<file path="src/common/soc_cfg.svh">
`ifndef SOC_CFG_SVH
`define SOC_CFG_SVH

// bus widths
`define SOC_ADDR_W       32
`define SOC_DATA_W       32

// program/data ram, 8192 words at byte address bits 14:2
`define RAM_WORD_ADDR_W  13
// text buffer, 512 words at bits 10:2, four cells packed per word
`define TXT_WORD_ADDR_W  9

// address bit that steers an access to the text buffer
`define VGA_SEL_BIT      16

// text geometry, cells are solid blocks
`define TEXT_COLS        80
`define TEXT_ROWS        25
`define CELL_W           8
`define CELL_H           16

// horizontal timing in pixels
`define H_ACTIVE         (`TEXT_COLS * `CELL_W)
`define H_FRONT          16
`define H_SYNC           96
`define H_BACK           48

// vertical timing in lines
`define V_ACTIVE         (`TEXT_ROWS * `CELL_H)
`define V_FRONT          12
`define V_SYNC           2
`define V_BACK           35

`endif

</file>
<file path="src/common/soc_pkg.sv">
`default_nettype none

`include "soc_cfg.svh"

package soc_pkg;

   // bus payload types
   typedef logic [`SOC_ADDR_W-1:0]   addr_t;
   typedef logic [`SOC_DATA_W-1:0]   data_t;
   typedef logic [`SOC_DATA_W/8-1:0] strb_t;

   // axi response codes, only okay is ever returned
   typedef enum logic [1:0] {
      resp_okay   = 2'b00,
      resp_exokay = 2'b01,
      resp_slverr = 2'b10,
      resp_decerr = 2'b11
   } axi_resp_e;

   // axi to sram bridge states
   typedef enum logic [2:0] {st_idle, st_wr, st_bresp, st_rd, st_rresp} bridge_state_e;

   // decoder targets
   typedef enum logic {sel_ram, sel_text} slave_sel_e;

endpackage

`default_nettype wire

</file>
<file path="src/common/sram_if.sv">
`timescale 1ns/100ps
`default_nettype none

// sram style strobe port, no handshake
// rdata is valid the cycle after ren
interface sram_if import soc_pkg::*; ();

   addr_t raddr;
   logic  ren;
   data_t rdata;
   addr_t waddr;
   data_t wdata;
   // per byte write enables, zero means no write
   strb_t wen;

   modport master (output raddr, ren, waddr, wdata, wen, input rdata);
   modport slave  (input raddr, ren, waddr, wdata, wen, output rdata);

endinterface

`default_nettype wire

</file>
<file path="src/hw/ram_bridge.sv">
`timescale 1ns/100ps
`default_nettype none

`include "soc_cfg.svh"

module ram_bridge import soc_pkg::*; (
   input  wire     clk,
   input  wire     arst_n,
   sram_if.slave   cpu,
   sram_if.master  ram_port,
   sram_if.master  text_port
);

   slave_sel_e rd_sel;
   slave_sel_e wr_sel;
   // target of the read that is returning now
   slave_sel_e rd_sel_q;

   // one address bit picks the target
   assign rd_sel = cpu.raddr[`VGA_SEL_BIT] ? sel_text : sel_ram;
   assign wr_sel = cpu.waddr[`VGA_SEL_BIT] ? sel_text : sel_ram;

   // address and data go to both sides
   assign ram_port.raddr  = cpu.raddr;
   assign ram_port.waddr  = cpu.waddr;
   assign ram_port.wdata  = cpu.wdata;
   assign text_port.raddr = cpu.raddr;
   assign text_port.waddr = cpu.waddr;
   assign text_port.wdata = cpu.wdata;

   // strobes only reach the selected side
   assign ram_port.ren  = cpu.ren && (rd_sel == sel_ram);
   assign text_port.ren = cpu.ren && (rd_sel == sel_text);
   assign ram_port.wen  = (wr_sel == sel_ram) ? cpu.wen : '0;
   assign text_port.wen = (wr_sel == sel_text) ? cpu.wen : '0;

   // remember where the read went, data comes back a cycle later
   always_ff @(posedge clk or negedge arst_n) begin
      if (!arst_n) begin
         rd_sel_q <= sel_ram;
      end else if (cpu.ren) begin
         rd_sel_q <= rd_sel;
      end
   end

   assign cpu.rdata = (rd_sel_q == sel_text) ? text_port.rdata : ram_port.rdata;

endmodule

`default_nettype wire

</file>
<file path="src/flat_wrapper.sv">
// flat-port wrapper written by rule: the top's interface ports become plain ports
module ram_bridge_flat import soc_pkg::*;
  (clk, arst_n, cpu_raddr, cpu_ren, cpu_waddr, cpu_wdata, cpu_wen, cpu_rdata, ram_port_raddr, ram_port_ren, ram_port_waddr, ram_port_wdata, ram_port_wen, ram_port_rdata, text_port_raddr, text_port_ren, text_port_waddr, text_port_wdata, text_port_wen, text_port_rdata);
  sram_if cpu_i ();
  sram_if ram_port_i ();
  sram_if text_port_i ();
  input  wire clk;
  input  wire arst_n;
  input wire logic [$bits(cpu_i.raddr)-1:0] cpu_raddr;
  input wire logic [$bits(cpu_i.ren)-1:0] cpu_ren;
  input wire logic [$bits(cpu_i.waddr)-1:0] cpu_waddr;
  input wire logic [$bits(cpu_i.wdata)-1:0] cpu_wdata;
  input wire logic [$bits(cpu_i.wen)-1:0] cpu_wen;
  output wire logic [$bits(cpu_i.rdata)-1:0] cpu_rdata;
  output wire logic [$bits(ram_port_i.raddr)-1:0] ram_port_raddr;
  output wire logic [$bits(ram_port_i.ren)-1:0] ram_port_ren;
  output wire logic [$bits(ram_port_i.waddr)-1:0] ram_port_waddr;
  output wire logic [$bits(ram_port_i.wdata)-1:0] ram_port_wdata;
  output wire logic [$bits(ram_port_i.wen)-1:0] ram_port_wen;
  input wire logic [$bits(ram_port_i.rdata)-1:0] ram_port_rdata;
  output wire logic [$bits(text_port_i.raddr)-1:0] text_port_raddr;
  output wire logic [$bits(text_port_i.ren)-1:0] text_port_ren;
  output wire logic [$bits(text_port_i.waddr)-1:0] text_port_waddr;
  output wire logic [$bits(text_port_i.wdata)-1:0] text_port_wdata;
  output wire logic [$bits(text_port_i.wen)-1:0] text_port_wen;
  input wire logic [$bits(text_port_i.rdata)-1:0] text_port_rdata;
  assign cpu_i.raddr = cpu_raddr;
  assign cpu_i.ren = cpu_ren;
  assign cpu_i.waddr = cpu_waddr;
  assign cpu_i.wdata = cpu_wdata;
  assign cpu_i.wen = cpu_wen;
  assign cpu_rdata = cpu_i.rdata;
  assign ram_port_raddr = ram_port_i.raddr;
  assign ram_port_ren = ram_port_i.ren;
  assign ram_port_waddr = ram_port_i.waddr;
  assign ram_port_wdata = ram_port_i.wdata;
  assign ram_port_wen = ram_port_i.wen;
  assign ram_port_i.rdata = ram_port_rdata;
  assign text_port_raddr = text_port_i.raddr;
  assign text_port_ren = text_port_i.ren;
  assign text_port_waddr = text_port_i.waddr;
  assign text_port_wdata = text_port_i.wdata;
  assign text_port_wen = text_port_i.wen;
  assign text_port_i.rdata = text_port_rdata;
  ram_bridge u_core (.clk(clk), .arst_n(arst_n), .cpu(cpu_i), .ram_port(ram_port_i), .text_port(text_port_i));
endmodule
</file>
<file path="config.mk">
export PLATFORM = sky130hd
export DESIGN_NAME = ram_bridge_flat
export DESIGN_NICKNAME = d
export VERILOG_FILES = /design/src/common/soc_pkg.sv /design/src/common/sram_if.sv /design/src/hw/ram_bridge.sv /design/src/flat_wrapper.sv
export VERILOG_INCLUDE_DIRS = /design/src /design/src/common
export SDC_FILE = /design/constraint.sdc
export NUM_CORES = 1
export LEC_CHECK = 0
export ABC_AREA = 1
export BUFFER_PORTS_ARGS = -buffer_cell sky130_fd_sc_hd__buf_4
export CORE_AREA = 2 2 154 156
export DETAILED_ROUTE_END_ITERATION = 10
export DIE_AREA = 0 0 156 158
export MAX_ROUTING_LAYER = met4
export SKIP_CTS_REPAIR_TIMING = 1
export SLEW_MARGIN = 25
export SYNTH_ARGS = -nofsm -noshare
export SYNTH_HDL_FRONTEND = slang
export SYNTH_SLANG_ARGS = --single-unit
</file>
<file path="constraint.sdc">
create_clock -name clk -period 0.8 [get_ports clk]
set_input_delay 0.08 -clock clk [delete_from_list [all_inputs] [get_ports clk]]
set_output_delay 0.08 -clock clk [all_outputs]
set_load 0.005 [all_outputs]
</file>
Word-level counts from Yosys, hierarchy flattened. Index checks and enable logic that the tools add are counted.

Flip-flop bits (word level): 1. Bits of input ports: 167. Output and inout bits: 234. Word-level logic and storage cells: 9.

Multiplexer cells: 5. Bitwise gates (word level): 1. Reduce and logical (&&, ||, !) cells: 2.

Operator list (count): two-way mux 32 bit (1); two-way mux 4 bit (2); logical AND 1 bit (2); two-way mux 1 bit (2); inverter 1 bit (1).

Longest topological paths before layout. Gate-level depths: netlist of run 1.

Word-level depth: 3. Depth in mapped cells: 5.

Worst setup path before layout of run 1. OpenSTA, ideal clock, no wires.

Path type: register to output. From: reg u_core.rd_sel_q. To: out cpu_rdata[1]. Arrival time: 0.773 ns. Data required time: 0.720 ns. Path slack: -0.053 ns. Cell stages (with the launch flop): 6. Path through: dfrtp_1 -> buf_6 -> inv_8 -> buf_8 -> nand2_1 -> nand2_1.

Word-level cells in the longest chain between the ends: 1.

RTL lines: start: declaration (RTL line ram_bridge.sv:17) `slave_sel_e rd_sel_q;`; start signal: assignment (RTL line ram_bridge.sv:40) `rd_sel_q <= sel_ram;`; start signal: assignment (RTL line ram_bridge.sv:42) `rd_sel_q <= rd_sel;`; two-way mux 32 bit (RTL line ram_bridge.sv:46) `assign cpu.rdata = (rd_sel_q == sel_text) ? text_port.rdata : ram_port.rdata;`; end: declaration (RTL line flat_wrapper.sv:14) `output wire logic [$bits(cpu_i.rdata)-1:0] cpu_rdata;`.

No other way between the ends.

Final worst setup path of run 1.
From: reg u_core.rd_sel_q. To: out cpu_rdata[15].

The elaborated chain is that of the path after synthesis.

==> run metrics, run 1 <==
run status=finished with violations; violated checks=negative setup slack; Synth cell types=10; layout cell share with drive strength beyond 1=55.7%; crit-path max FO=17; CP Launch Type=register; FP Rows=56; most flop-heavy register=u_core.rd_sel_q; Worst Path Required=around 720 ps; global-route wire length before repair=roughly 8000 microns; dpl hpwl=5470 microns; Hold Fails Final Rpt=0; Setup CP Type=register to output port; die area=roughly 0.025 sq mm; net count after synthesis=487; hold_ws=~160 ps; reg2reg path depth=3; DR pass1 iterations=4; # DRC=0; Syn-to-layout area delta=-7.50%; Hold Path Stages=0; mapped cell area=0.00202 sq mm; reg-to-reg critical path endpoint=u_core.rd_sel_q$_DFFE_PN0P_; placer congestion estimate=0.700; top cells by area in the synthesized netlist=buf_4 (72%), nand2_1 (18%), buf_6 (2.2%), nand2_2 (2.2%), inv_1 (1.9%); clk slew on worst S/H paths=0 ps; post-synthesis sequential area ratio=1.24%; pin count of the biggest net entering global routing=33; critical path endpoint category=output port; setup violators final=33; Largest regs=u_core.rd_sel_q (1); Max-Cap Viols=0; core area=around 0.023 sq mm; Pleak=1.02 nW; wirelength, routed=approximately 7200 microns; synthesized area per cell=6.31 sq um; crit path time final=between 1000 and 1500 ps; Gate Count Post-Synth=between 300 and 400; Routed wire per std cell=13.3 microns; setup ws final=-238 ps; Final ANT Viol Nets=0; GRT overflow=0; worst hold endpoint=text_port_waddr[31]; Max Freq=around 960 MHz; pre-CTS WS=-248 ps; Yosys reg bits=1; worst-margin pin slew=188 ps; Final #Nets=415; Finished Cell Area=~0.0019 sq mm; Hold Path Class=primary input to output port; worst r2r src=u_core.rd_sel_q$_DFFE_PN0P_; die span in x=156 microns; fillcell total=2688; routed vias=between 1000 and 1500; Port-buffer cells=around 120; max reg flops=1; Max VDD drop=between 400 and 500 uV; multi-input combinational cell area=430 sq um; Initial Utilization=8.75%; gr usage total=4.51%; initial DRC count=between 40 and 50; yosys synthesis warning count=0; number of diodes=0; I/O pin count=401; Slew Limit Headroom=around 87%; clock skew=0 ps; RSZ-0062 raised after global routing=true; drt via density=2.59; P per Cell Area=611 mW/mm^2; Die Span Y=158 microns; initial antenna violation count=0; final period utilization=130%; Synth top area share=72.2%; Post-DP Area=0.00177 sq mm; clock latency on the worst-skew pair=0 ps; Total Power=between 1 and 1.5 mW; Storage cell area=26.3 sq um; number of global-route vias before repair=1243; dominant cell type by area after synthesis=buf_4; reg-to-reg slack, setup=-90 ps; Pins Over Slew Limit=0; worst hold start=cpu_waddr[31]; crit path DAT=960 ps
## worst max path at each step
stage	start	end	slack, ps	depth (start not counted)
after global routing	u_core.rd_sel_q$_DFFE_PN0P_	cpu_rdata[1]	-280	5
final	u_core.rd_sel_q$_DFFE_PN0P_	cpu_rdata[15]	-240	5
after CTS	u_core.rd_sel_q$_DFFE_PN0P_	cpu_rdata[29]	-250	4
after global placement	u_core.rd_sel_q$_DFFE_PN0P_	cpu_rdata[29]	-230	4
after detailed placement	u_core.rd_sel_q$_DFFE_PN0P_	cpu_rdata[29]	-250	4
after floorplan	u_core.rd_sel_q$_DFFE_PN0P_	cpu_rdata[1]	-50	5
## through the flow
step	util, %	instances	TNS, ps
after floorplan	-	320	-1220
after global placement	7.70	530	-6620
after detailed placement	7.70	530	-7170
after CTS	7.70	530	-7240
after global routing	8.10	536	-8370
final	8.10	536	-6710
## critical path, cell delays in order, from the launching register on
cell,delay [ps]
dfrtp_2,420
buf_6,130
buf_12,140
nand2_1,60
nand2_1,50
buf_4,130
## power by group
group          switching, mW  internal (mW)
registers            0.00849         0.0569
clock network              0              0
logic                  0.453          0.622
total                  0.461          0.679
## logic make-up after synthesis
logic type	after synthesis	synth area share (%)
DFF	1	1.24
and+or+nand+nor	108	21.0
buffers and inverters	211	77.8
## synthesized netlist by cell type
library cell  instances
buf_4               194
nand2_2               7
nand2_1              96
buf_2                 1
nor2_1                5
buf_8                 1
dfrtp_1               1
buf_6                 4
inv_1                10
inv_8                 1
## area by class of cell
type / instances / share of cell area [%]
timing repair buffer: 124 / 51.7
sequential: 1 / 1.41
tap: 290 / 19.4
multi-input combinational: 108 / 23.1
inverter: 11 / 2.88
timing repair inverter: 2 / 1.47
## layer usage
metal | global-route usage, % | vias up | part of all wire, %
met3 | 3.20 | 82 | 19
met1 | 2.86 | 514 | 25
met4 | 5.02 | 0 | 11
li1 | - | 604 | -
met5 | - | - | 0
met2 | 7.37 | 186 | 46
## layout by cell type (no fill, tap or decap)
cell type	synthesis	layout
nand2_2	7	10
buf_12	0	2
buf_4	194	119
buf_6	4	2
dlygate4sd3_1	0	1
nor2_1	5	5
inv_8	1	1
dfrtp_2	0	1
nand2_1	96	93
clkinv_8	0	2
inv_1	10	10
Note: power is estimated with default switching activity, not from simulation.
==> inputs of run 2 (changes only) <==
CORE_AREA = 2 2 157 159   (was 2 2 154 156)
DIE_AREA = 0 0 159 161   (was 0 0 156 158)
clock period = 1.2 ns   (was 0.8 ns; I/O delays follow)
==> run metrics, run 2 (synthesized netlist as in run 1, its figures left out) <==
# DRC=0; routed vias=1358; Slowest cell on crit path=dfrtp_2; pin count of the biggest net entering global routing=33; Pins Over Slew Limit=0; placer congestion estimate=0.755; worst r2r src=u_core.rd_sel_q$_DFFE_PN0P_; number of global-route vias before repair=1453; Max VDD drop=between 100 and 150 uV; Routed wire per std cell=between 10 and 15 microns; CP Launch Type=register; setup violators final=0; setup ws final=85.9 ps; Port-buffer cells=118; Pleak=0.991 nW; Storage cell area=26.3 sq um; Die Span Y=161 microns; I/O pin count=401; core area=0.0240 sq mm; Final #Nets=411; clk slew on worst S/H paths=0 ps; layout cell share with drive strength beyond 1=53.7%; most frequent cells in the layout=buf_4 (120), nand2_1 (96), inv_1 (10), nand2_2 (7), nor2_1 (5); most flop-heavy register=u_core.rd_sel_q; multi-input combinational cell area=423 sq um; Largest regs=u_core.rd_sel_q (1); Setup CP Type=register to output port; FP Rows=57; clock latency on the worst-skew pair=0 ps; Syn-to-layout area delta=-8.74%; pre-CTS WS=34.3 ps; worst-margin pin slew=208 ps; RSZ-0062 raised after global routing=false; commonest non-fill, non-tap cell in the layout=buf_4; clock skew=0 ps; number of diodes=0; dpl hpwl=roughly 5300 microns; total negative slack=0 ps; crit path DAT=990 ps; die span in x=159 microns; crit-path max FO=16; reg2reg path depth=3; run status=finished clean; Final ANT Viol Nets=0; Slew Limit Headroom=86.1%; Hold Path Stages=0; crit path time final=1110 ps; Hold Path Class=primary input to output port; Setup crit start=u_core.rd_sel_q$_DFFE_PN0P_; gr usage total=under 10%; Worst Path Required=1080 ps; initial DRC count=21; P per Cell Area=between 300 and 400 mW/mm^2; Max-Cap Viols=0; Hold Fails Final Rpt=0; drt via density=2.40; GRT overflow=0; critical path cell sequence=bufinv_16, nand2_1, nand2_1, buf_4; Initial Utilization=under 10%; initial antenna violation count=0; critical path endpoint category=output port; global-route wire length before repair=8300 microns; final period utilization=92.8%; wirelength, routed=6440 microns; Crit path top cell by count=nand2_1; fillcell total=2866; worst stage delay on the critical path=~440 ps; die area=0.0256 sq mm; max reg flops=1; reg-to-reg slack, setup=about 270 ps; worst hold start=cpu_raddr[28]; DR pass1 iterations=4; Max Freq=898 MHz
==> run 2: changes by cell type in the layout (fill, tap and decap cells not counted), sizes merged <==
cell	delta
buf	-3
clkinv	-2
bufinv	+1
==> run 2: critical path, delay by kind of cell (launching register included) <==
| family | cells | cell delay (ps) |
|---|---|---|
| flops | 1 | 440 |
| buf+inv | 2 | 360 |
| simple gates | 2 | 190 |
==> run 2: layout make-up <==
class	count	area share [%]
repair buffers	121	49.5
multi-input cells	108	23.0
well taps	324	22.0
inverters	11	3.67
flip-flops and latches	1	1.43
repair inverters	1	0.476
==> run 2: worst paths after layout <==
| path | endpoint |
|---|---|
| setup / recovery | cpu_rdata[11] |
| hold / removal | ram_port_raddr[28] |
| setup reg to reg | u_core.rd_sel_q$_DFFE_PN0P_ |
| hold reg to reg | u_core.rd_sel_q$_DFFE_PN0P_ |
| max in group asynchronous | u_core.rd_sel_q$_DFFE_PN0P_ |
| min in group asynchronous | u_core.rd_sel_q$_DFFE_PN0P_ |
==> run 2: per-stage QoR <==
step / utilization, % / cell area [sq um] / std cells / hold slack [ps] / total power [mW]
after global routing: 7.69 / 1840 / 566 / 240 / 0.795
final: 7.69 / 1840 / 566 / 240 / 0.712
after CTS: 7.52 / 1800 / 564 / -104 / 0.692
after floorplan: - / 2020 / 320 / -176 / 0.799
after global placement: 7.52 / 1800 / 564 / -104 / 0.682
after detailed placement: 7.52 / 1800 / 564 / -104 / 0.691
==> run 2: routing by layer <==
layer	vias up	track usage (%)	part of all wire, %
met4	0	4.01	9.7
met3	83	2.47	18
met5	-	-	0
li1	596	-	-
met1	495	2.58	21
met2	184	8.04	51
==> run 2: report_power, final <==
part	leakage, nW	switching, mW	internal [mW]
Sequential	0.0110	0.00732	0.0380
Clock	0	0	0
Combinational	0.980	0.270	0.396
