==> config.mk <==
export PLATFORM = sky130hd
export DESIGN_NAME = axi_sram_bridge_flat
export DESIGN_NICKNAME = d
export VERILOG_FILES = /design/src/common/soc_pkg.sv /design/src/common/sram_if.sv /design/src/hw/axi_sram_bridge.sv /design/src/flat_wrapper.sv
export VERILOG_INCLUDE_DIRS = /design/src /design/src/common
export SDC_FILE = /design/constraint.sdc
export NUM_CORES = 1
export LEC_CHECK = 0
export BUFFER_PORTS_ARGS = -buffer_cell sky130_fd_sc_hd__buf_2
export CORE_AREA = 2 2 108 110
export CTS_CLUSTER_SIZE = 12
export DETAILED_ROUTE_END_ITERATION = 12
export DIE_AREA = 0 0 110 112
export PLACE_DENSITY = 0.72
export REMOVE_ABC_BUFFERS = 1
export SLEW_MARGIN = 25
export SYNTH_ARGS = -nofsm -noshare
export SYNTH_HDL_FRONTEND = slang
export SYNTH_SLANG_ARGS = --single-unit
==> constraint.sdc <==
create_clock -name clk -period 7.35 [get_ports clk]
set_input_delay 0.3675 -clock clk [delete_from_list [all_inputs] [get_ports clk]]
set_output_delay 0.3675 -clock clk [all_outputs]
set_load 0.01 [all_outputs]
==> src/common/soc_cfg.svh <==
`ifndef SOC_CFG_SVH
`define SOC_CFG_SVH

// bus widths
`define SOC_ADDR_W       32
`define SOC_DATA_W       32

// program/data ram, 8192 words at byte address bits 14:2
`define RAM_WORD_ADDR_W  13
// text buffer, 512 words at bits 10:2, four cells packed per word
`define TXT_WORD_ADDR_W  9

// address bit that steers an access to the text buffer
`define VGA_SEL_BIT      16

// text geometry, cells are solid blocks
`define TEXT_COLS        80
`define TEXT_ROWS        25
`define CELL_W           8
`define CELL_H           16

// horizontal timing in pixels
`define H_ACTIVE         (`TEXT_COLS * `CELL_W)
`define H_FRONT          16
`define H_SYNC           96
`define H_BACK           48

// vertical timing in lines
`define V_ACTIVE         (`TEXT_ROWS * `CELL_H)
`define V_FRONT          12
`define V_SYNC           2
`define V_BACK           35

`endif

==> src/common/soc_pkg.sv <==
`default_nettype none

`include "soc_cfg.svh"

package soc_pkg;

   // bus payload types
   typedef logic [`SOC_ADDR_W-1:0]   addr_t;
   typedef logic [`SOC_DATA_W-1:0]   data_t;
   typedef logic [`SOC_DATA_W/8-1:0] strb_t;

   // axi response codes, only okay is ever returned
   typedef enum logic [1:0] {
      resp_okay   = 2'b00,
      resp_exokay = 2'b01,
      resp_slverr = 2'b10,
      resp_decerr = 2'b11
   } axi_resp_e;

   // axi to sram bridge states
   typedef enum logic [2:0] {st_idle, st_wr, st_bresp, st_rd, st_rresp} bridge_state_e;

   // decoder targets
   typedef enum logic {sel_ram, sel_text} slave_sel_e;

endpackage

`default_nettype wire

==> src/common/sram_if.sv <==
`timescale 1ns/100ps
`default_nettype none

// sram style strobe port, no handshake
// rdata is valid the cycle after ren
interface sram_if import soc_pkg::*; ();

   addr_t raddr;
   logic  ren;
   data_t rdata;
   addr_t waddr;
   data_t wdata;
   // per byte write enables, zero means no write
   strb_t wen;

   modport master (output raddr, ren, waddr, wdata, wen, input rdata);
   modport slave  (input raddr, ren, waddr, wdata, wen, output rdata);

endinterface

`default_nettype wire

==> src/hw/axi_sram_bridge.sv <==
`timescale 1ns/100ps
`default_nettype none

module axi_sram_bridge import soc_pkg::*; (
   input  wire        clk,
   input  wire        arst_n,

   // write address
   input  wire addr_t awaddr,
   input  wire        awvalid,
   output logic       awready,
   // write data
   input  wire data_t wdata,
   input  wire strb_t wstrb,
   input  wire        wvalid,
   output logic       wready,
   // write response
   output axi_resp_e  bresp,
   output logic       bvalid,
   input  wire        bready,
   // read address
   input  wire addr_t araddr,
   input  wire        arvalid,
   output logic       arready,
   // read data
   output data_t      rdata,
   output axi_resp_e  rresp,
   output logic       rvalid,
   input  wire        rready,

   sram_if.master     mem
);

   bridge_state_e state;
   logic          ar_hs;
   logic          aw_hs;

   // captured request
   addr_t addr_q;
   data_t wdata_q;
   strb_t wstrb_q;

   // only accept in idle, so a held response blocks new requests
   assign arready = (state == st_idle);
   // aw and w taken together, and a waiting read goes first
   assign awready = (state == st_idle) && awvalid && wvalid && !arvalid;
   assign wready  = awready;

   assign ar_hs = arvalid && arready;
   assign aw_hs = awvalid && awready;

   always_ff @(posedge clk or negedge arst_n) begin
      if (!arst_n) begin
         state  <= st_idle;
         bvalid <= 1'b0;
         rvalid <= 1'b0;
      end else begin
         case (state)
            st_idle: begin
               if (ar_hs) begin
                  state <= st_rd;
               end else if (aw_hs) begin
                  state <= st_wr;
               end
            end
            // one strobe cycle each
            st_rd: state <= st_rresp;
            st_wr: state <= st_bresp;
            st_rresp: begin
               // first cycle here the sram data is on the bus
               if (!rvalid) begin
                  rvalid <= 1'b1;
               end else if (rready) begin
                  rvalid <= 1'b0;
                  state  <= st_idle;
               end
            end
            st_bresp: begin
               if (!bvalid) begin
                  bvalid <= 1'b1;
               end else if (bready) begin
                  bvalid <= 1'b0;
                  state  <= st_idle;
               end
            end
            default: state <= st_idle;
         endcase
      end
   end

   always_ff @(posedge clk) begin
      if (ar_hs) begin
         addr_q <= araddr;
      end else if (aw_hs) begin
         addr_q  <= awaddr;
         wdata_q <= wdata;
         wstrb_q <= wstrb;
      end
      // grab read data once, then hold it while rvalid waits
      if (state == st_rresp && !rvalid) begin
         rdata <= mem.rdata;
      end
   end

   // sram side
   assign mem.raddr = addr_q;
   assign mem.waddr = addr_q;
   assign mem.wdata = wdata_q;
   assign mem.ren   = (state == st_rd);
   assign mem.wen   = (state == st_wr) ? wstrb_q : '0;

   // no error paths
   assign bresp = resp_okay;
   assign rresp = resp_okay;

endmodule

`default_nettype wire

==> src/flat_wrapper.sv <==
// flat-port wrapper written by rule: the top's interface ports become plain ports
module axi_sram_bridge_flat import soc_pkg::*;
  (clk, arst_n, awaddr, awvalid, awready, wdata, wstrb, wvalid, wready, bresp, bvalid, bready, araddr, arvalid, arready, rdata, rresp, rvalid, rready, mem_raddr, mem_ren, mem_waddr, mem_wdata, mem_wen, mem_rdata);
  sram_if mem_i ();
  input  wire clk;
  input  wire arst_n;
  input  wire addr_t awaddr;
  input  wire awvalid;
  output logic awready;
  input  wire data_t wdata;
  input  wire strb_t wstrb;
  input  wire wvalid;
  output logic wready;
  output axi_resp_e bresp;
  output logic bvalid;
  input  wire bready;
  input  wire addr_t araddr;
  input  wire arvalid;
  output logic arready;
  output data_t rdata;
  output axi_resp_e rresp;
  output logic rvalid;
  input  wire rready;
  output wire logic [$bits(mem_i.raddr)-1:0] mem_raddr;
  output wire logic [$bits(mem_i.ren)-1:0] mem_ren;
  output wire logic [$bits(mem_i.waddr)-1:0] mem_waddr;
  output wire logic [$bits(mem_i.wdata)-1:0] mem_wdata;
  output wire logic [$bits(mem_i.wen)-1:0] mem_wen;
  input wire logic [$bits(mem_i.rdata)-1:0] mem_rdata;
  assign mem_raddr = mem_i.raddr;
  assign mem_ren = mem_i.ren;
  assign mem_waddr = mem_i.waddr;
  assign mem_wdata = mem_i.wdata;
  assign mem_wen = mem_i.wen;
  assign mem_i.rdata = mem_rdata;
  axi_sram_bridge u_core (.clk(clk), .arst_n(arst_n), .awaddr(awaddr), .awvalid(awvalid), .awready(awready), .wdata(wdata), .wstrb(wstrb), .wvalid(wvalid), .wready(wready), .bresp(bresp), .bvalid(bvalid), .bready(bready), .araddr(araddr), .arvalid(arvalid), .arready(arready), .rdata(rdata), .rresp(rresp), .rvalid(rvalid), .rready(rready), .mem(mem_i));
endmodule
**After elaboration in Yosys (flattened, before gate mapping)**

Cells that the tools add are included.

- Bits in registers: 105
- Input port bits: 139
- Output and inout port bits: 142
- Word-level logic and storage cells: 43

- Equal/unequal tests: 9
- Mux-type cells: 14
- Bitwise logic cells: 1
- Reduce and logical (&&, ||, !) cells: 12

Operator list:

| kind | number |
|---|---|
| 2-to-1 mux 32 bit | 2 |
| 2-to-1 mux 3 bit | 6 |
| case mux 3 bit (5 select lines) | 1 |
| == test 3 x 2 -> 1 bit, second input constant | 2 |
| logical AND 1 bit | 6 |
| AND reduction 5 bit | 1 |
| 2-to-1 mux 1 bit | 4 |
| 2-to-1 mux 4 bit | 1 |
| inequality test 2 x 1 -> 1 bit, second input constant | 2 |
| inequality test 2 bit, second input constant | 2 |
| == test 3 x 1 -> 1 bit, second input constant | 1 |
| == test 3 bit, second input constant | 1 |
| zero test 3 bit | 1 |
| inequality test 3 bit, second input constant | 1 |
| zero test 1 bit | 2 |
| AND reduction 2 bit | 1 |
| nonzero test 2 bit | 1 |
| NOT 1 bit | 1 |

**Longest topological paths before layout**

Gate-level depths: netlist of run 1.

- Depth after elaboration: 8
- Mapped depth: 4
- Depth with buffers taken out: 2

**Least setup slack after synthesis of run 1**

Ideal clock, no wire load.

- Path type: register to register
- From: register u_core.state[0]
- To: register u_core.addr_q[0], in the netlist u_core.mem.raddr[0] (enable)
- Setup time: 0.425 ns
- Data arrival time: 2.477 ns
- Data required time: 6.925 ns
- Slack: 4.448 ns
- Cell stages (with the launch flop): 4
- Period minus slack after synthesis: 2.902 ns
- Cells stage by stage: dfrtp_1 -> buf_2 -> nor3_1 -> nor2b_1

- Word-level cells in the longest chain between the ends: 6
- Elaborated cells on any way between the ends: 7

Ends and longest elaborated chain:

| item | line | source |
|---|---|---|
| start, declared | axi_sram_bridge.sv:34 | `bridge_state_e state;` |
| start signal, assigned | axi_sram_bridge.sv:54 | `state <= st_idle;` |
| start signal, assigned | axi_sram_bridge.sv:61 | `state <= st_rd;` |
| start signal, assigned | axi_sram_bridge.sv:63 | `state <= st_wr;` |
| zero test 3 bit * | axi_sram_bridge.sv:44 | `assign arready = (state == st_idle);` |
| net arready | flat_wrapper.sv:19 | `output logic arready;` |
| logical AND 1 bit (3 in series) | axi_sram_bridge.sv:46 | `assign awready = (state == st_idle) && awvalid && wvalid && !arvalid;` |
| logical AND 1 bit | axi_sram_bridge.sv:50 | `assign aw_hs = awvalid && awready;` |
| nonzero test 2 bit (no line) * | n/a |  |
| end signal, assigned | axi_sram_bridge.sv:93 | `addr_q <= araddr;` |
| end signal, assigned | axi_sram_bridge.sv:95 | `addr_q <= awaddr;` |
| end, declared | axi_sram_bridge.sv:39 | `addr_t addr_q;` |

Mark *: on every way through the listed nets, which the timed path passes. The rest lies on a longest branch.
A chain may end at the register's enable or synchronous reset.

**Worst setup path in the final report of run 1**

- From: register u_core.state[1]
- To: register u_core.addr_q[18], in the netlist u_core.mem.raddr[18] (enable)

- Word-level cells in the longest chain between the ends: 6
- Elaborated cells on any way between the ends: 7

Ends and longest elaborated chain:

| item | line |
|---|---|
| zero test 3 bit * | axi_sram_bridge.sv:44, axi_sram_bridge.sv:46 |
| logical AND 1 bit (3 in series) | axi_sram_bridge.sv:46 |
| logical AND 1 bit | axi_sram_bridge.sv:50 |
| nonzero test 2 bit (no line) * | n/a |

Mark *: on every way between the ends. The rest lies on a longest branch, timed or not.

==> results.sh, run 1 <==
export IMPL_grt_pass1_vias=2491
export IMPL_finalSetupViolations=0
export IMPL_cts_sinks=105
export IMPL_status="completed"
export IMPL_gp_congestion=0.740
export IMPL_layout_nets=596
export IMPL_die_area_sq_um=12300
export IMPL_drv_cap=0
export IMPL_arrival_ns=2.08
export IMPL_ys_types=22
export IMPL_grt_overflow=0
export IMPL_leakagePower_uw=0.00244
export IMPL_synthesis_area_sq_um=4020
export IMPL_insertion_delay_ns=0.34
export IMPL_cp_end_kind="flop"
export IMPL_die_height_um=112
export IMPL_clk_pin_slew_ns=0.08
export IMPL_postSynthAreaPerCell_sq_um=19.5
export IMPL_cts_max_path_buffers=2
export IMPL_area_growth_pct=39.0
export IMPL_rsz0062_at_grt="false"
export IMPL_crit_fanout=32
export IMPL_r2r_start="u_core.state[1]"
export IMPL_port_buffers=276
export IMPL_timing_final_crit_period_ns=2.12
export IMPL_rows=39
export IMPL_synth_seq_cells=105
export IMPL_antenna_found_initial=1
export IMPL_vias=2606
export IMPL_routedWlPerCell_um=14.8
export IMPL_wl_met3_um=1110
export IMPL_grt_pass1_wl_um=12500
export IMPL_relSlewSlack=0.407
export IMPL_crit_start="u_core.state[1]"
export IMPL_setup_tns_final_ns=0
export IMPL_cp_start_kind="flop"
export IMPL_wl_met2_um=4460
export IMPL_firstDrtPassIters=4
export IMPL_synth_top_cell_area_share=0.748
export IMPL_synth_area_leaders="edfxtp_1 75%, mux2_2 9.0%, buf_4 6.9%"
export IMPL_cts_htree_levels=3
export IMPL_vias_per_cell=4.29
export IMPL_numCtsBuffers=9
export IMPL_drtIter0Drc=56
export IMPL_grt_max_degree=37
export IMPL_cts_setup_buffers=0
export IMPL_start_util=0.359
export IMPL_grt_total_usage=0.139
export IMPL_drive_gt1_frac=0.716
export IMPL_ir_worst_vdd_uv=131
export IMPL_ys_seq_area_frac=0.779
export IMPL_coreArea_sq_um=11200
export IMPL_fmaxAchievable_ghz=0.472
export IMPL_synth_cells=206
export IMPL_critPathRequiredTime_ns=7.31
export IMPL_hold_viol=0
export IMPL_postRouteAntennaNets=0
export IMPL_highest_layer="met4"
export IMPL_yosysTopAreaCell="edfxtp_1"
export IMPL_drt_met1_wl_um=3290
export IMPL_tightest_slew_ns=0.888
export IMPL_crit_type="reg2reg"
export IMPL_skew_ns=0.0122
export IMPL_ys_warn_count=0
export IMPL_slew_viol_final=0
export IMPL_io_pins=281
export IMPL_drcViolationCount=0
export IMPL_die_w_um=110
export IMPL_finalCritPeriodShare=0.288
export IMPL_routed_wl_um=8960
export IMPL_finalHoldWorstSlack_ns=0.196
export IMPL_dpl_hpwl_um=7020
export IMPL_root_buffer="clkbuf_16"
export IMPL_worstHoldStart="wdata[8]"
export IMPL_power_density_nw_per_um2=308
export IMPL_min_path_type="in2reg"
export IMPL_cts_tree="yes"
[worst max-delay path, cell delays in order (launching register included)]
cell,delay (ns)
dfrtp_1,0.48
nor3_1,0.42
nor2b_4,0.81
[power by group]
| part | total [uW] | leakage [uW] | switching, uW | internal (uW) |
|---|---|---|---|---|
| sequential | 842 | 0.000971 | 58.5 | 783 |
| clock | 446 | 0.000139 | 211 | 235 |
| combinational | 432 | 0.00133 | 230 | 202 |
| total | 1720 | 0.00244 | 500 | 1220 |
[synthesized netlist by cell type]
master    count
edfxtp_1    100
nor3_1        2
conb_1        1
nor2_1        2
a31o_2        1
and3b_1       1
a211oi_1      1
a21oi_1       1
and2_1        4
buf_4        37
mux2_2       32
buf_2         2
dfrtp_1       5
and4b_1       2
buf_6         4
nor2b_1       2
nor3b_1       2
or3b_2        1
nand2_1       2
mux2_1        2
nor4b_4       1
a21o_1        1
[metrics by stage]
| step | std cells | util | worst slack (ns) | total power [uW] | instance area (sq um) |
|---|---|---|---|---|---|
| floorplan | 166 | - | 4.47 | 1080 | 3690 |
| global placement | 588 | 0.473 | 5.25 | 1290 | 5290 |
| finish | 607 | 0.499 | 5.23 | 1720 | 5580 |
| global route | 605 | 0.499 | 5.00 | 1810 | 5580 |
| detailed placement | 588 | 0.473 | 5.16 | 1300 | 5290 |
| CTS | 605 | 0.499 | 5.14 | 1750 | 5580 |
[cell families (layout without fill, tap and decap cells)]
kind of cell | count (synthesis) | count (layout) | synth area share
compound gates | 4 | 4 | 0.00717
buf+inv | 43 | 296 | 0.0829
flops | 105 | 105 | 0.779
mux | 34 | 34 | 0.0954
other cells | 1 | 6 | 0.000934
simple gates | 19 | 19 | 0.0346
[cell usage in the layout (no fill, tap or decap), types with 2 or more instances in the layout]
| cell type | netlist | layout |
|---|---|---|
| conb_1 | 1 | 4 |
| edfxtp_1 | 100 | 100 |
| nor3_1 | 2 | 2 |
| and2_1 | 4 | 4 |
| buf_4 | 37 | 3 |
| nor3b_1 | 2 | 2 |
| clkinv_4 | 0 | 3 |
| clkbuf_16 | 0 | 9 |
| buf_2 | 2 | 276 |
| and4b_1 | 2 | 2 |
| nand2_1 | 2 | 2 |
| mux2_2 | 32 | 32 |
| diode_2 | 0 | 2 |
| dfrtp_1 | 5 | 5 |
| mux2_1 | 2 | 2 |
[final cells by class]
class,instances,area [sq um]
diodes,2,5.00
flip-flops and latches,105,3130
clock inverters,6,51.3
clock buffers,10,229
well taps,143,179
repair buffers,280,1410
multi-input cells,61,576
fillers,962,5590
[final timing paths]
kind / endpoint / depth (start not counted) / slack (ns)
min reg2reg: u_core.bvalid / 1 / 0.57
min: u_core.mem.wdata[8] / 1 / 0.20
min in group asynchronous: u_core.rvalid / 2 / 0.42
max: u_core.mem.raddr[18] / 2 / 5.23
max reg2reg: u_core.mem.raddr[18] / 2 / 5.23
max in group asynchronous: u_core.bvalid / 2 / 6.79
[layer usage]
layer	vias to the layer above	global-route usage
li1	1239	-
met1	1189	0.156
met2	169	0.239
met3	9	0.0544
met4	0	0.0456
met5	-	0
[repair_timing]
item | 4_1_cts | 5_1_grt
setup endpoints to repair | 0 | 0
hold buffers | 1 | 0
endpoints found under the hold margin | 5 | 0
gates resized for setup | 0 | 0
[sequential cells by signal, indices dropped and copies added, names as in the netlist]
register / flops
u_core.rvalid: 1
u_core.state: 3
u_core.bvalid: 1
u_core.wstrb_q: 4
u_core.rdata: 32
u_core.mem.raddr: 32
u_core.mem.wdata: 32
Power figures use the tool's default switching activity.
==> run 2: changes to the inputs <==
--- a/config.mk
+++ b/config.mk
@@ -6,12 +6,13 @@
 export SDC_FILE = /design/constraint.sdc
 export NUM_CORES = 1
 export LEC_CHECK = 0
+export ABC_AREA = 1
 export BUFFER_PORTS_ARGS = -buffer_cell sky130_fd_sc_hd__buf_2
-export CORE_AREA = 2 2 108 110
+export CORE_AREA = 2 2 110 112
 export CTS_CLUSTER_SIZE = 12
 export DETAILED_ROUTE_END_ITERATION = 12
-export DIE_AREA = 0 0 110 112
-export PLACE_DENSITY = 0.72
+export DIE_AREA = 0 0 112 114
+export PLACE_DENSITY = 0.7
 export REMOVE_ABC_BUFFERS = 1
 export SLEW_MARGIN = 25
 export SYNTH_ARGS = -nofsm -noshare
==> constraint.sdc (replaced) <==
create_clock -name clk -period 2.01 [get_ports clk]
set_input_delay 0.1005 -clock clk [delete_from_list [all_inputs] [get_ports clk]]
set_output_delay 0.1005 -clock clk [all_outputs]
set_load 0.01 [all_outputs]
==> run 2 against run 1 <==
Effect of this change:
- count of clock-buffer cells in the layout down 1
- worst setup slack lost 4.9 ns
- wire length increased by 29%
- critical path depth rose by 2
- clock skew down 0.0043 ns
- register-to-register slack worse by 4.9 ns
- synthesized area is 2.5% higher
- sequential cell count stayed put
- first-iteration DRC count rose to 4.0 times the previous value
- utilization increased by 5.2 points
- via count up 30%
- clock power grew to 4.2 times the previous value
==> results.sh, run 2 <==
export IMPL_rows=40
export IMPL_drv_cap=0
export IMPL_synth_top_family_by_area="simple AND/OR/NAND/NOR gates"
export IMPL_synth_top_cell_area_share=0.730
export IMPL_die_w_um=112
export IMPL_crit_type="reg2out"
export IMPL_finalSetupViolations=0
export IMPL_setup_ws_ns=0.318
export IMPL_coreArea_sq_um=11700
export IMPL_firstDrtPassIters=4
export IMPL_cp_slowest_cell="dfrtp_1"
export IMPL_cts_max_path_buffers=2
export IMPL_ys_types=16
export IMPL_drtIter0Drc=225
export IMPL_hold_buffers=69
export IMPL_synth_cells=291
export IMPL_timing_final_crit_period_ns=1.69
export IMPL_critPathRequiredTime_ns=1.91
export IMPL_synth_async_reset_ratio=0.0476
export IMPL_slew_viol_final=0
export IMPL_cts_sinks=105
export IMPL_io_pins=281
export IMPL_status="completed"
export IMPL_cts_tree="yes"
export IMPL_synth_edf_count=100
export IMPL_stdcell_count=759
export IMPL_vias=3400
export IMPL_grt_pass1_wl_um=16800
export IMPL_skew_ns=0.00795
export IMPL_postSynthAreaPerCell_sq_um=14.1
export IMPL_layout_nets=746
export IMPL_place_ws_ns=0.365
export IMPL_antenna_found_initial=0
export IMPL_routedWlPerCell_um=15.2
export IMPL_synth_common_cells="100 x edfxtp_1, 74 x nand2_1, 38 x buf_4"
export IMPL_synth_most_common_cell="edfxtp_1"
export IMPL_synth_area_leaders="edfxtp_1 73%, buf_4 6.9%, nand2_1 6.7%"
export IMPL_clk_pin_slew_ns=0.07
export IMPL_synthesis_area_sq_um=4120
export IMPL_layout_common_cells="276 x buf_2, 100 x edfxtp_1, 74 x nand2_1"
export IMPL_cpLargestDelayFamily="simple AND/OR/NAND/NOR gates"
export IMPL_die_area_sq_um=12800
export IMPL_die_height_um=114
export IMPL_drive_gt1_frac=0.497
export IMPL_port_buffers=276
export IMPL_path_cells="nor2_4 -> nand2_1 -> nor2_1 -> buf_2"
export IMPL_leakagePower_uw=0.00297
export IMPL_numCtsBuffers=9
export IMPL_ys_warn_count=0
export IMPL_grt_pass1_vias=3343
export IMPL_arrival_ns=1.59
export IMPL_vias_per_cell=4.48
export IMPL_hold_viol=0
export IMPL_synth_seq_cells=105
export IMPL_cts_resized_gates=0
export IMPL_routed_wl_um=11500
export IMPL_cts_htree_levels=3
export IMPL_crit_fanout=6
export IMPL_synth_ff_type="edfxtp_1"
export IMPL_finalCritPeriodShare=0.842
export IMPL_ys_seq_area_frac=0.760
export IMPL_synthAdderAreaFrac=0
export IMPL_synth_xor_area_frac=0
export IMPL_rsz0062_at_grt="false"
export IMPL_root_buffer="clkbuf_16"
export IMPL_slowest_delay_ns=0.45
export IMPL_insertion_delay_ns=0.34
export IMPL_postRouteAntennaNets=0
export IMPL_yosysTopAreaCell="edfxtp_1"
export IMPL_antenna_cells=0
export IMPL_synth_mux_area_frac=0
export IMPL_power_density_nw_per_um2=1080
export IMPL_cp_end_kind="primary output"
export IMPL_start_util=0.351
export IMPL_grt_overflow=0
export IMPL_grt_total_usage=0.173
export IMPL_cp_start_kind="flop"
export IMPL_min_path_type="in2reg"
export IMPL_dpl_hpwl_um=8190
export IMPL_cts_setup_buffers=0
export IMPL_place_inst=674
export IMPL_ir_worst_vdd_uv=677
export IMPL_area_growth_pct=57.0
export IMPL_synth_compound_area_frac=0.00365
export IMPL_fmaxAchievable_ghz=0.591
export IMPL_gp_congestion=0.773
export IMPL_final_common_cell="buf_2"
export IMPL_synthSimpleGateAreaFrac=0.137
export IMPL_drcViolationCount=0
export IMPL_cp_buffers_inverters=1
export IMPL_grt_max_degree=37
-- run 2: cell count changes after synthesis, sizes merged, moves of 3 or more --
cell,previous run,this run
and2,4,0
buf,43,48
clkbuf,0,3
inv,0,10
mux2,34,0
nand2,2,74
nand3,0,5
nand4,0,34
nor2,2,8
-- run 2: cells by family after synthesis --
family                 Yosys count
AND/OR/NAND/NOR                121
other                            1
flip-flops                     105
AO/OA/AOI/OAI                    3
buffers and inverters           61
-- run 2: worst paths after layout --
path                            startpoint  cells past startpoint                   end  slack, ns
max                        u_core.state[1]                      4                wready       0.32
min                              awaddr[2]                      3   u_core.mem.raddr[2]       0.02
max reg2reg                u_core.state[0]                      5  u_core.mem.raddr[24]       0.37
min reg2reg                  u_core.bvalid                      2         u_core.bvalid       0.51
max in group asynchronous           arst_n                      2         u_core.bvalid       1.75
min in group asynchronous           arst_n                      2       u_core.state[0]       0.12
-- run 2: area by class of cell --
| class | count | area (sq um) |
|---|---|---|
| multi-input combinational | 128 | 617 |
| sequential | 105 | 3130 |
| fill | 978 | 5250 |
| clock inverter | 7 | 101 |
| timing repair buffer | 353 | 2170 |
| tap | 147 | 184 |
| clock buffer | 9 | 225 |
| inverter | 10 | 37.5 |
-- run 2: stage by stage --
step | hold slack, ns | power [uW] | TNS (ns) | area [sq um] | util
final | 0.0220 | 6990 | 0 | 6460 | 0.552
after global routing | 0.0184 | 7350 | 0 | 6460 | 0.552
after CTS | 0.00666 | 7060 | 0 | 6460 | 0.552
after detailed placement | -0.0684 | 5060 | 0 | 5450 | 0.465
after global placement | -0.0709 | 5010 | 0 | 5450 | 0.465
after floorplan | -0.195 | 4040 | -115.69 | 3760 | -
-- run 2: report_power, final --
part / internal [uW] / switching [uW] / total [uW] / leakage, uW
combinational: 791 / 1230 / 2020 / 0.00184
sequential: 2880 / 194 / 3070 / 0.000977
clock: 1100 / 787 / 1890 / 0.000160
-- run 2: metal layers --
metal / GRT usage / up-vias / routed length [um]
met5: 0 / - / 0
li1: - / 1624 / -
met3: 0.0361 / 19 / 894
met4: 0.0756 / 0 / 226
met1: 0.189 / 1571 / 4200
met2: 0.324 / 186 / 6210
-- run 2: worst reg2reg max path, stage by stage, from the launching register on --
cell and delay, ns:
dfrtp_1 0.41, inv_1 0.19, buf_4 0.24, nand3_4 0.31
nand2_1 0.17, nand2_1 0.07
==> run 3: changes to the inputs <==
--- a/config.mk
+++ b/config.mk
@@ -8,11 +8,11 @@
 export LEC_CHECK = 0
 export ABC_AREA = 1
 export BUFFER_PORTS_ARGS = -buffer_cell sky130_fd_sc_hd__buf_2
-export CORE_AREA = 2 2 110 112
+export CORE_AREA = 2 2 109 111
 export CTS_CLUSTER_SIZE = 12
 export DETAILED_ROUTE_END_ITERATION = 12
-export DIE_AREA = 0 0 112 114
-export PLACE_DENSITY = 0.7
+export DIE_AREA = 0 0 111 113
+export PLACE_DENSITY = 0.74
 export REMOVE_ABC_BUFFERS = 1
 export SLEW_MARGIN = 25
 export SYNTH_ARGS = -nofsm -noshare
==> constraint.sdc (replaced) <==
create_clock -name clk -period 1.4 [get_ports clk]
set_input_delay 0.07 -clock clk [delete_from_list [all_inputs] [get_ports clk]]
set_output_delay 0.07 -clock clk [all_outputs]
set_load 0.01 [all_outputs]
==> run 3 against run 2 <==
Effect of this change:
- the run now ends with negative setup slack left
- total power grew 56%
- sequential power grew 44%
- via count grew 8.4%
- count of clock-buffer cells in the layout is the same
- register-to-register slack lost 0.45 ns
- final cell count grew 5.3%
- first-iteration DRC count grew 26%
- clock power grew 34%
- utilization grew 7.3 points
- largest power group unchanged
==> results.sh, run 3 (synthesis gave the netlist of run 2 again) <==
export IMPL_grt_overflow=0
export IMPL_min_path_type="in2reg"
export IMPL_final_common_cell="buf_2"
export IMPL_grt_pass1_vias=3753
export IMPL_fin_area_sq_um=7050
export IMPL_root_buffer="clkbuf_16"
export IMPL_cp_end_kind="flop"
export IMPL_rsz0062_at_grt="true"
export IMPL_antenna_cells=0
export IMPL_fmaxAchievable_ghz=0.674
export IMPL_grt_pass1_wl_um=19600
export IMPL_status="finished with violations"
export IMPL_cts_tree="yes"
export IMPL_dpl_hpwl_um=8260
export IMPL_clk_pin_slew_ns=0.07
export IMPL_place_ws_ns=-0.0825
export IMPL_leakagePower_uw=0.00320
export IMPL_finalCritPeriodShare=1.06
export IMPL_vias_per_cell=4.61
export IMPL_io_pins=281
export IMPL_insertion_delay_ns=0.34
export IMPL_drcViolationCount=0
export IMPL_die_w_um=111
export IMPL_ir_worst_vdd_uv=995
export IMPL_coreArea_sq_um=11300
export IMPL_cts_htree_levels=3
export IMPL_grt_max_degree=33
export IMPL_power_density_nw_per_um2=1540
export IMPL_cts_max_path_buffers=2
export IMPL_start_util=0.365
export IMPL_fin_util=0.625
export IMPL_setup_ws_ns=-0.0831
export IMPL_violations="negative setup slack"
export IMPL_layout_nets=790
export IMPL_rows=39
export IMPL_vias=3686
export IMPL_crit_type="reg2reg"
export IMPL_cts_sinks=105
export IMPL_use_met1=0.222
export IMPL_postRouteAntennaNets=0
export IMPL_area_growth_pct=71.2
export IMPL_use_met2=0.384
export IMPL_hold_viol=0
export IMPL_gr_usage_met3=0.0450
export IMPL_arrival_ns=1.52
export IMPL_skew_ns=0.00605
export IMPL_drive_gt1_frac=0.508
export IMPL_crit_fanout=32
export IMPL_place_area_sq_um=5520
export IMPL_routedWlPerCell_um=16.6
export IMPL_gp_congestion=0.793
export IMPL_finalSetupViolations=69
export IMPL_die_height_um=113
export IMPL_port_buffers=276
export IMPL_drv_cap=0
export IMPL_firstDrtPassIters=4
export IMPL_busiest_layer="met2"
export IMPL_total_power_uw=10900
export IMPL_fill_cells=828
export IMPL_critPathRequiredTime_ns=1.43
export IMPL_cp_start_kind="flop"
export IMPL_grt_total_usage=0.204
export IMPL_numCtsBuffers=9
export IMPL_timing_final_crit_period_ns=1.48
export IMPL_finalHoldWorstSlack_ns=0.00860
export IMPL_antenna_found_initial=0
export IMPL_layout_common_cells="272 x buf_2, 100 x edfxtp_1, 95 x dlygate4sd3_1"
export IMPL_routed_wl_um=13300
export IMPL_die_area_sq_um=12500
export IMPL_drtIter0Drc=284
export IMPL_slew_viol_final=0
[run 3: cell types whose count changed in the layout (fill, tap and decap cells not counted), sizes merged]
cell	before	now
buf	284	299
bufinv	2	1
clkinv	3	2
clkinvlp	0	2
dlygate4sd3	69	95
nand3	5	8
[run 3: per-stage QoR]
step                TNS (ns)  cells
detailed placement     -2.60    677
global route           -9.09    799
global placement       -1.17    677
CTS                    -3.71    797
floorplan            -189.23    243
finish                 -3.25    799
[run 3: worst paths after layout]
check                                start                   end  slack [ns]  cells after the start
setup / recovery           u_core.state[2]  u_core.mem.raddr[26]       -0.08                      5
hold / removal                  awaddr[12]  u_core.mem.raddr[12]       0.009                      3
setup reg to reg           u_core.state[2]  u_core.mem.raddr[26]       -0.08                      5
hold reg to reg              u_core.bvalid         u_core.bvalid        0.53                      2
max in group asynchronous           arst_n       u_core.state[1]        1.18                      2
min in group asynchronous           arst_n         u_core.rvalid        0.08                      2
[run 3: power breakdown]
| part | switching (uW) | internal (uW) | leakage, uW |
|---|---|---|---|
| Clock | 1130 | 1400 | 0.000142 |
| Sequential | 283 | 4140 | 0.000977 |
| Combinational | 2230 | 1690 | 0.00208 |
[run 3: final cells by class]
class / count / area (sq um) / share of cell area
timing repair buffer: 394 / 2670 / 0.379
tap: 143 / 179 / 0.0254
multi-input combinational: 131 / 727 / 0.103
inverter: 10 / 42.5 / 0.00604
clock inverter: 7 / 77.6 / 0.0110
clock buffer: 9 / 225 / 0.0320
sequential: 105 / 3130 / 0.444
[run 3: layer usage]
layer,part of all wire,vias to the layer above,wire [um]
met2,0.54,207,7160
li1,-,1728,-
met4,0.022,0,297
met3,0.070,21,930
met5,0,-,0
met1,0.37,1730,4910
[run 3: timing repair]
| item | CTS | global route |
|---|---|---|
| gates resized for setup | 20 | 14 |
| endpoints found under the setup margin | 100 | 140 |
| endpoints found under the hold margin | 99 | 0 |
| buffers inserted | 5 | 3 |
| hold buffers | 95 | 0 |
| cloned | 5 | 0 |
| pin swaps | 2 | 1 |
[run 3: worst max-delay path: stages, from the launching register on]
cell     delay, ns
dfrtp_1       0.42
nor2_4        0.17
nand2_4       0.08
buf_12        0.13
a21oi_4       0.13
buf_12        0.22
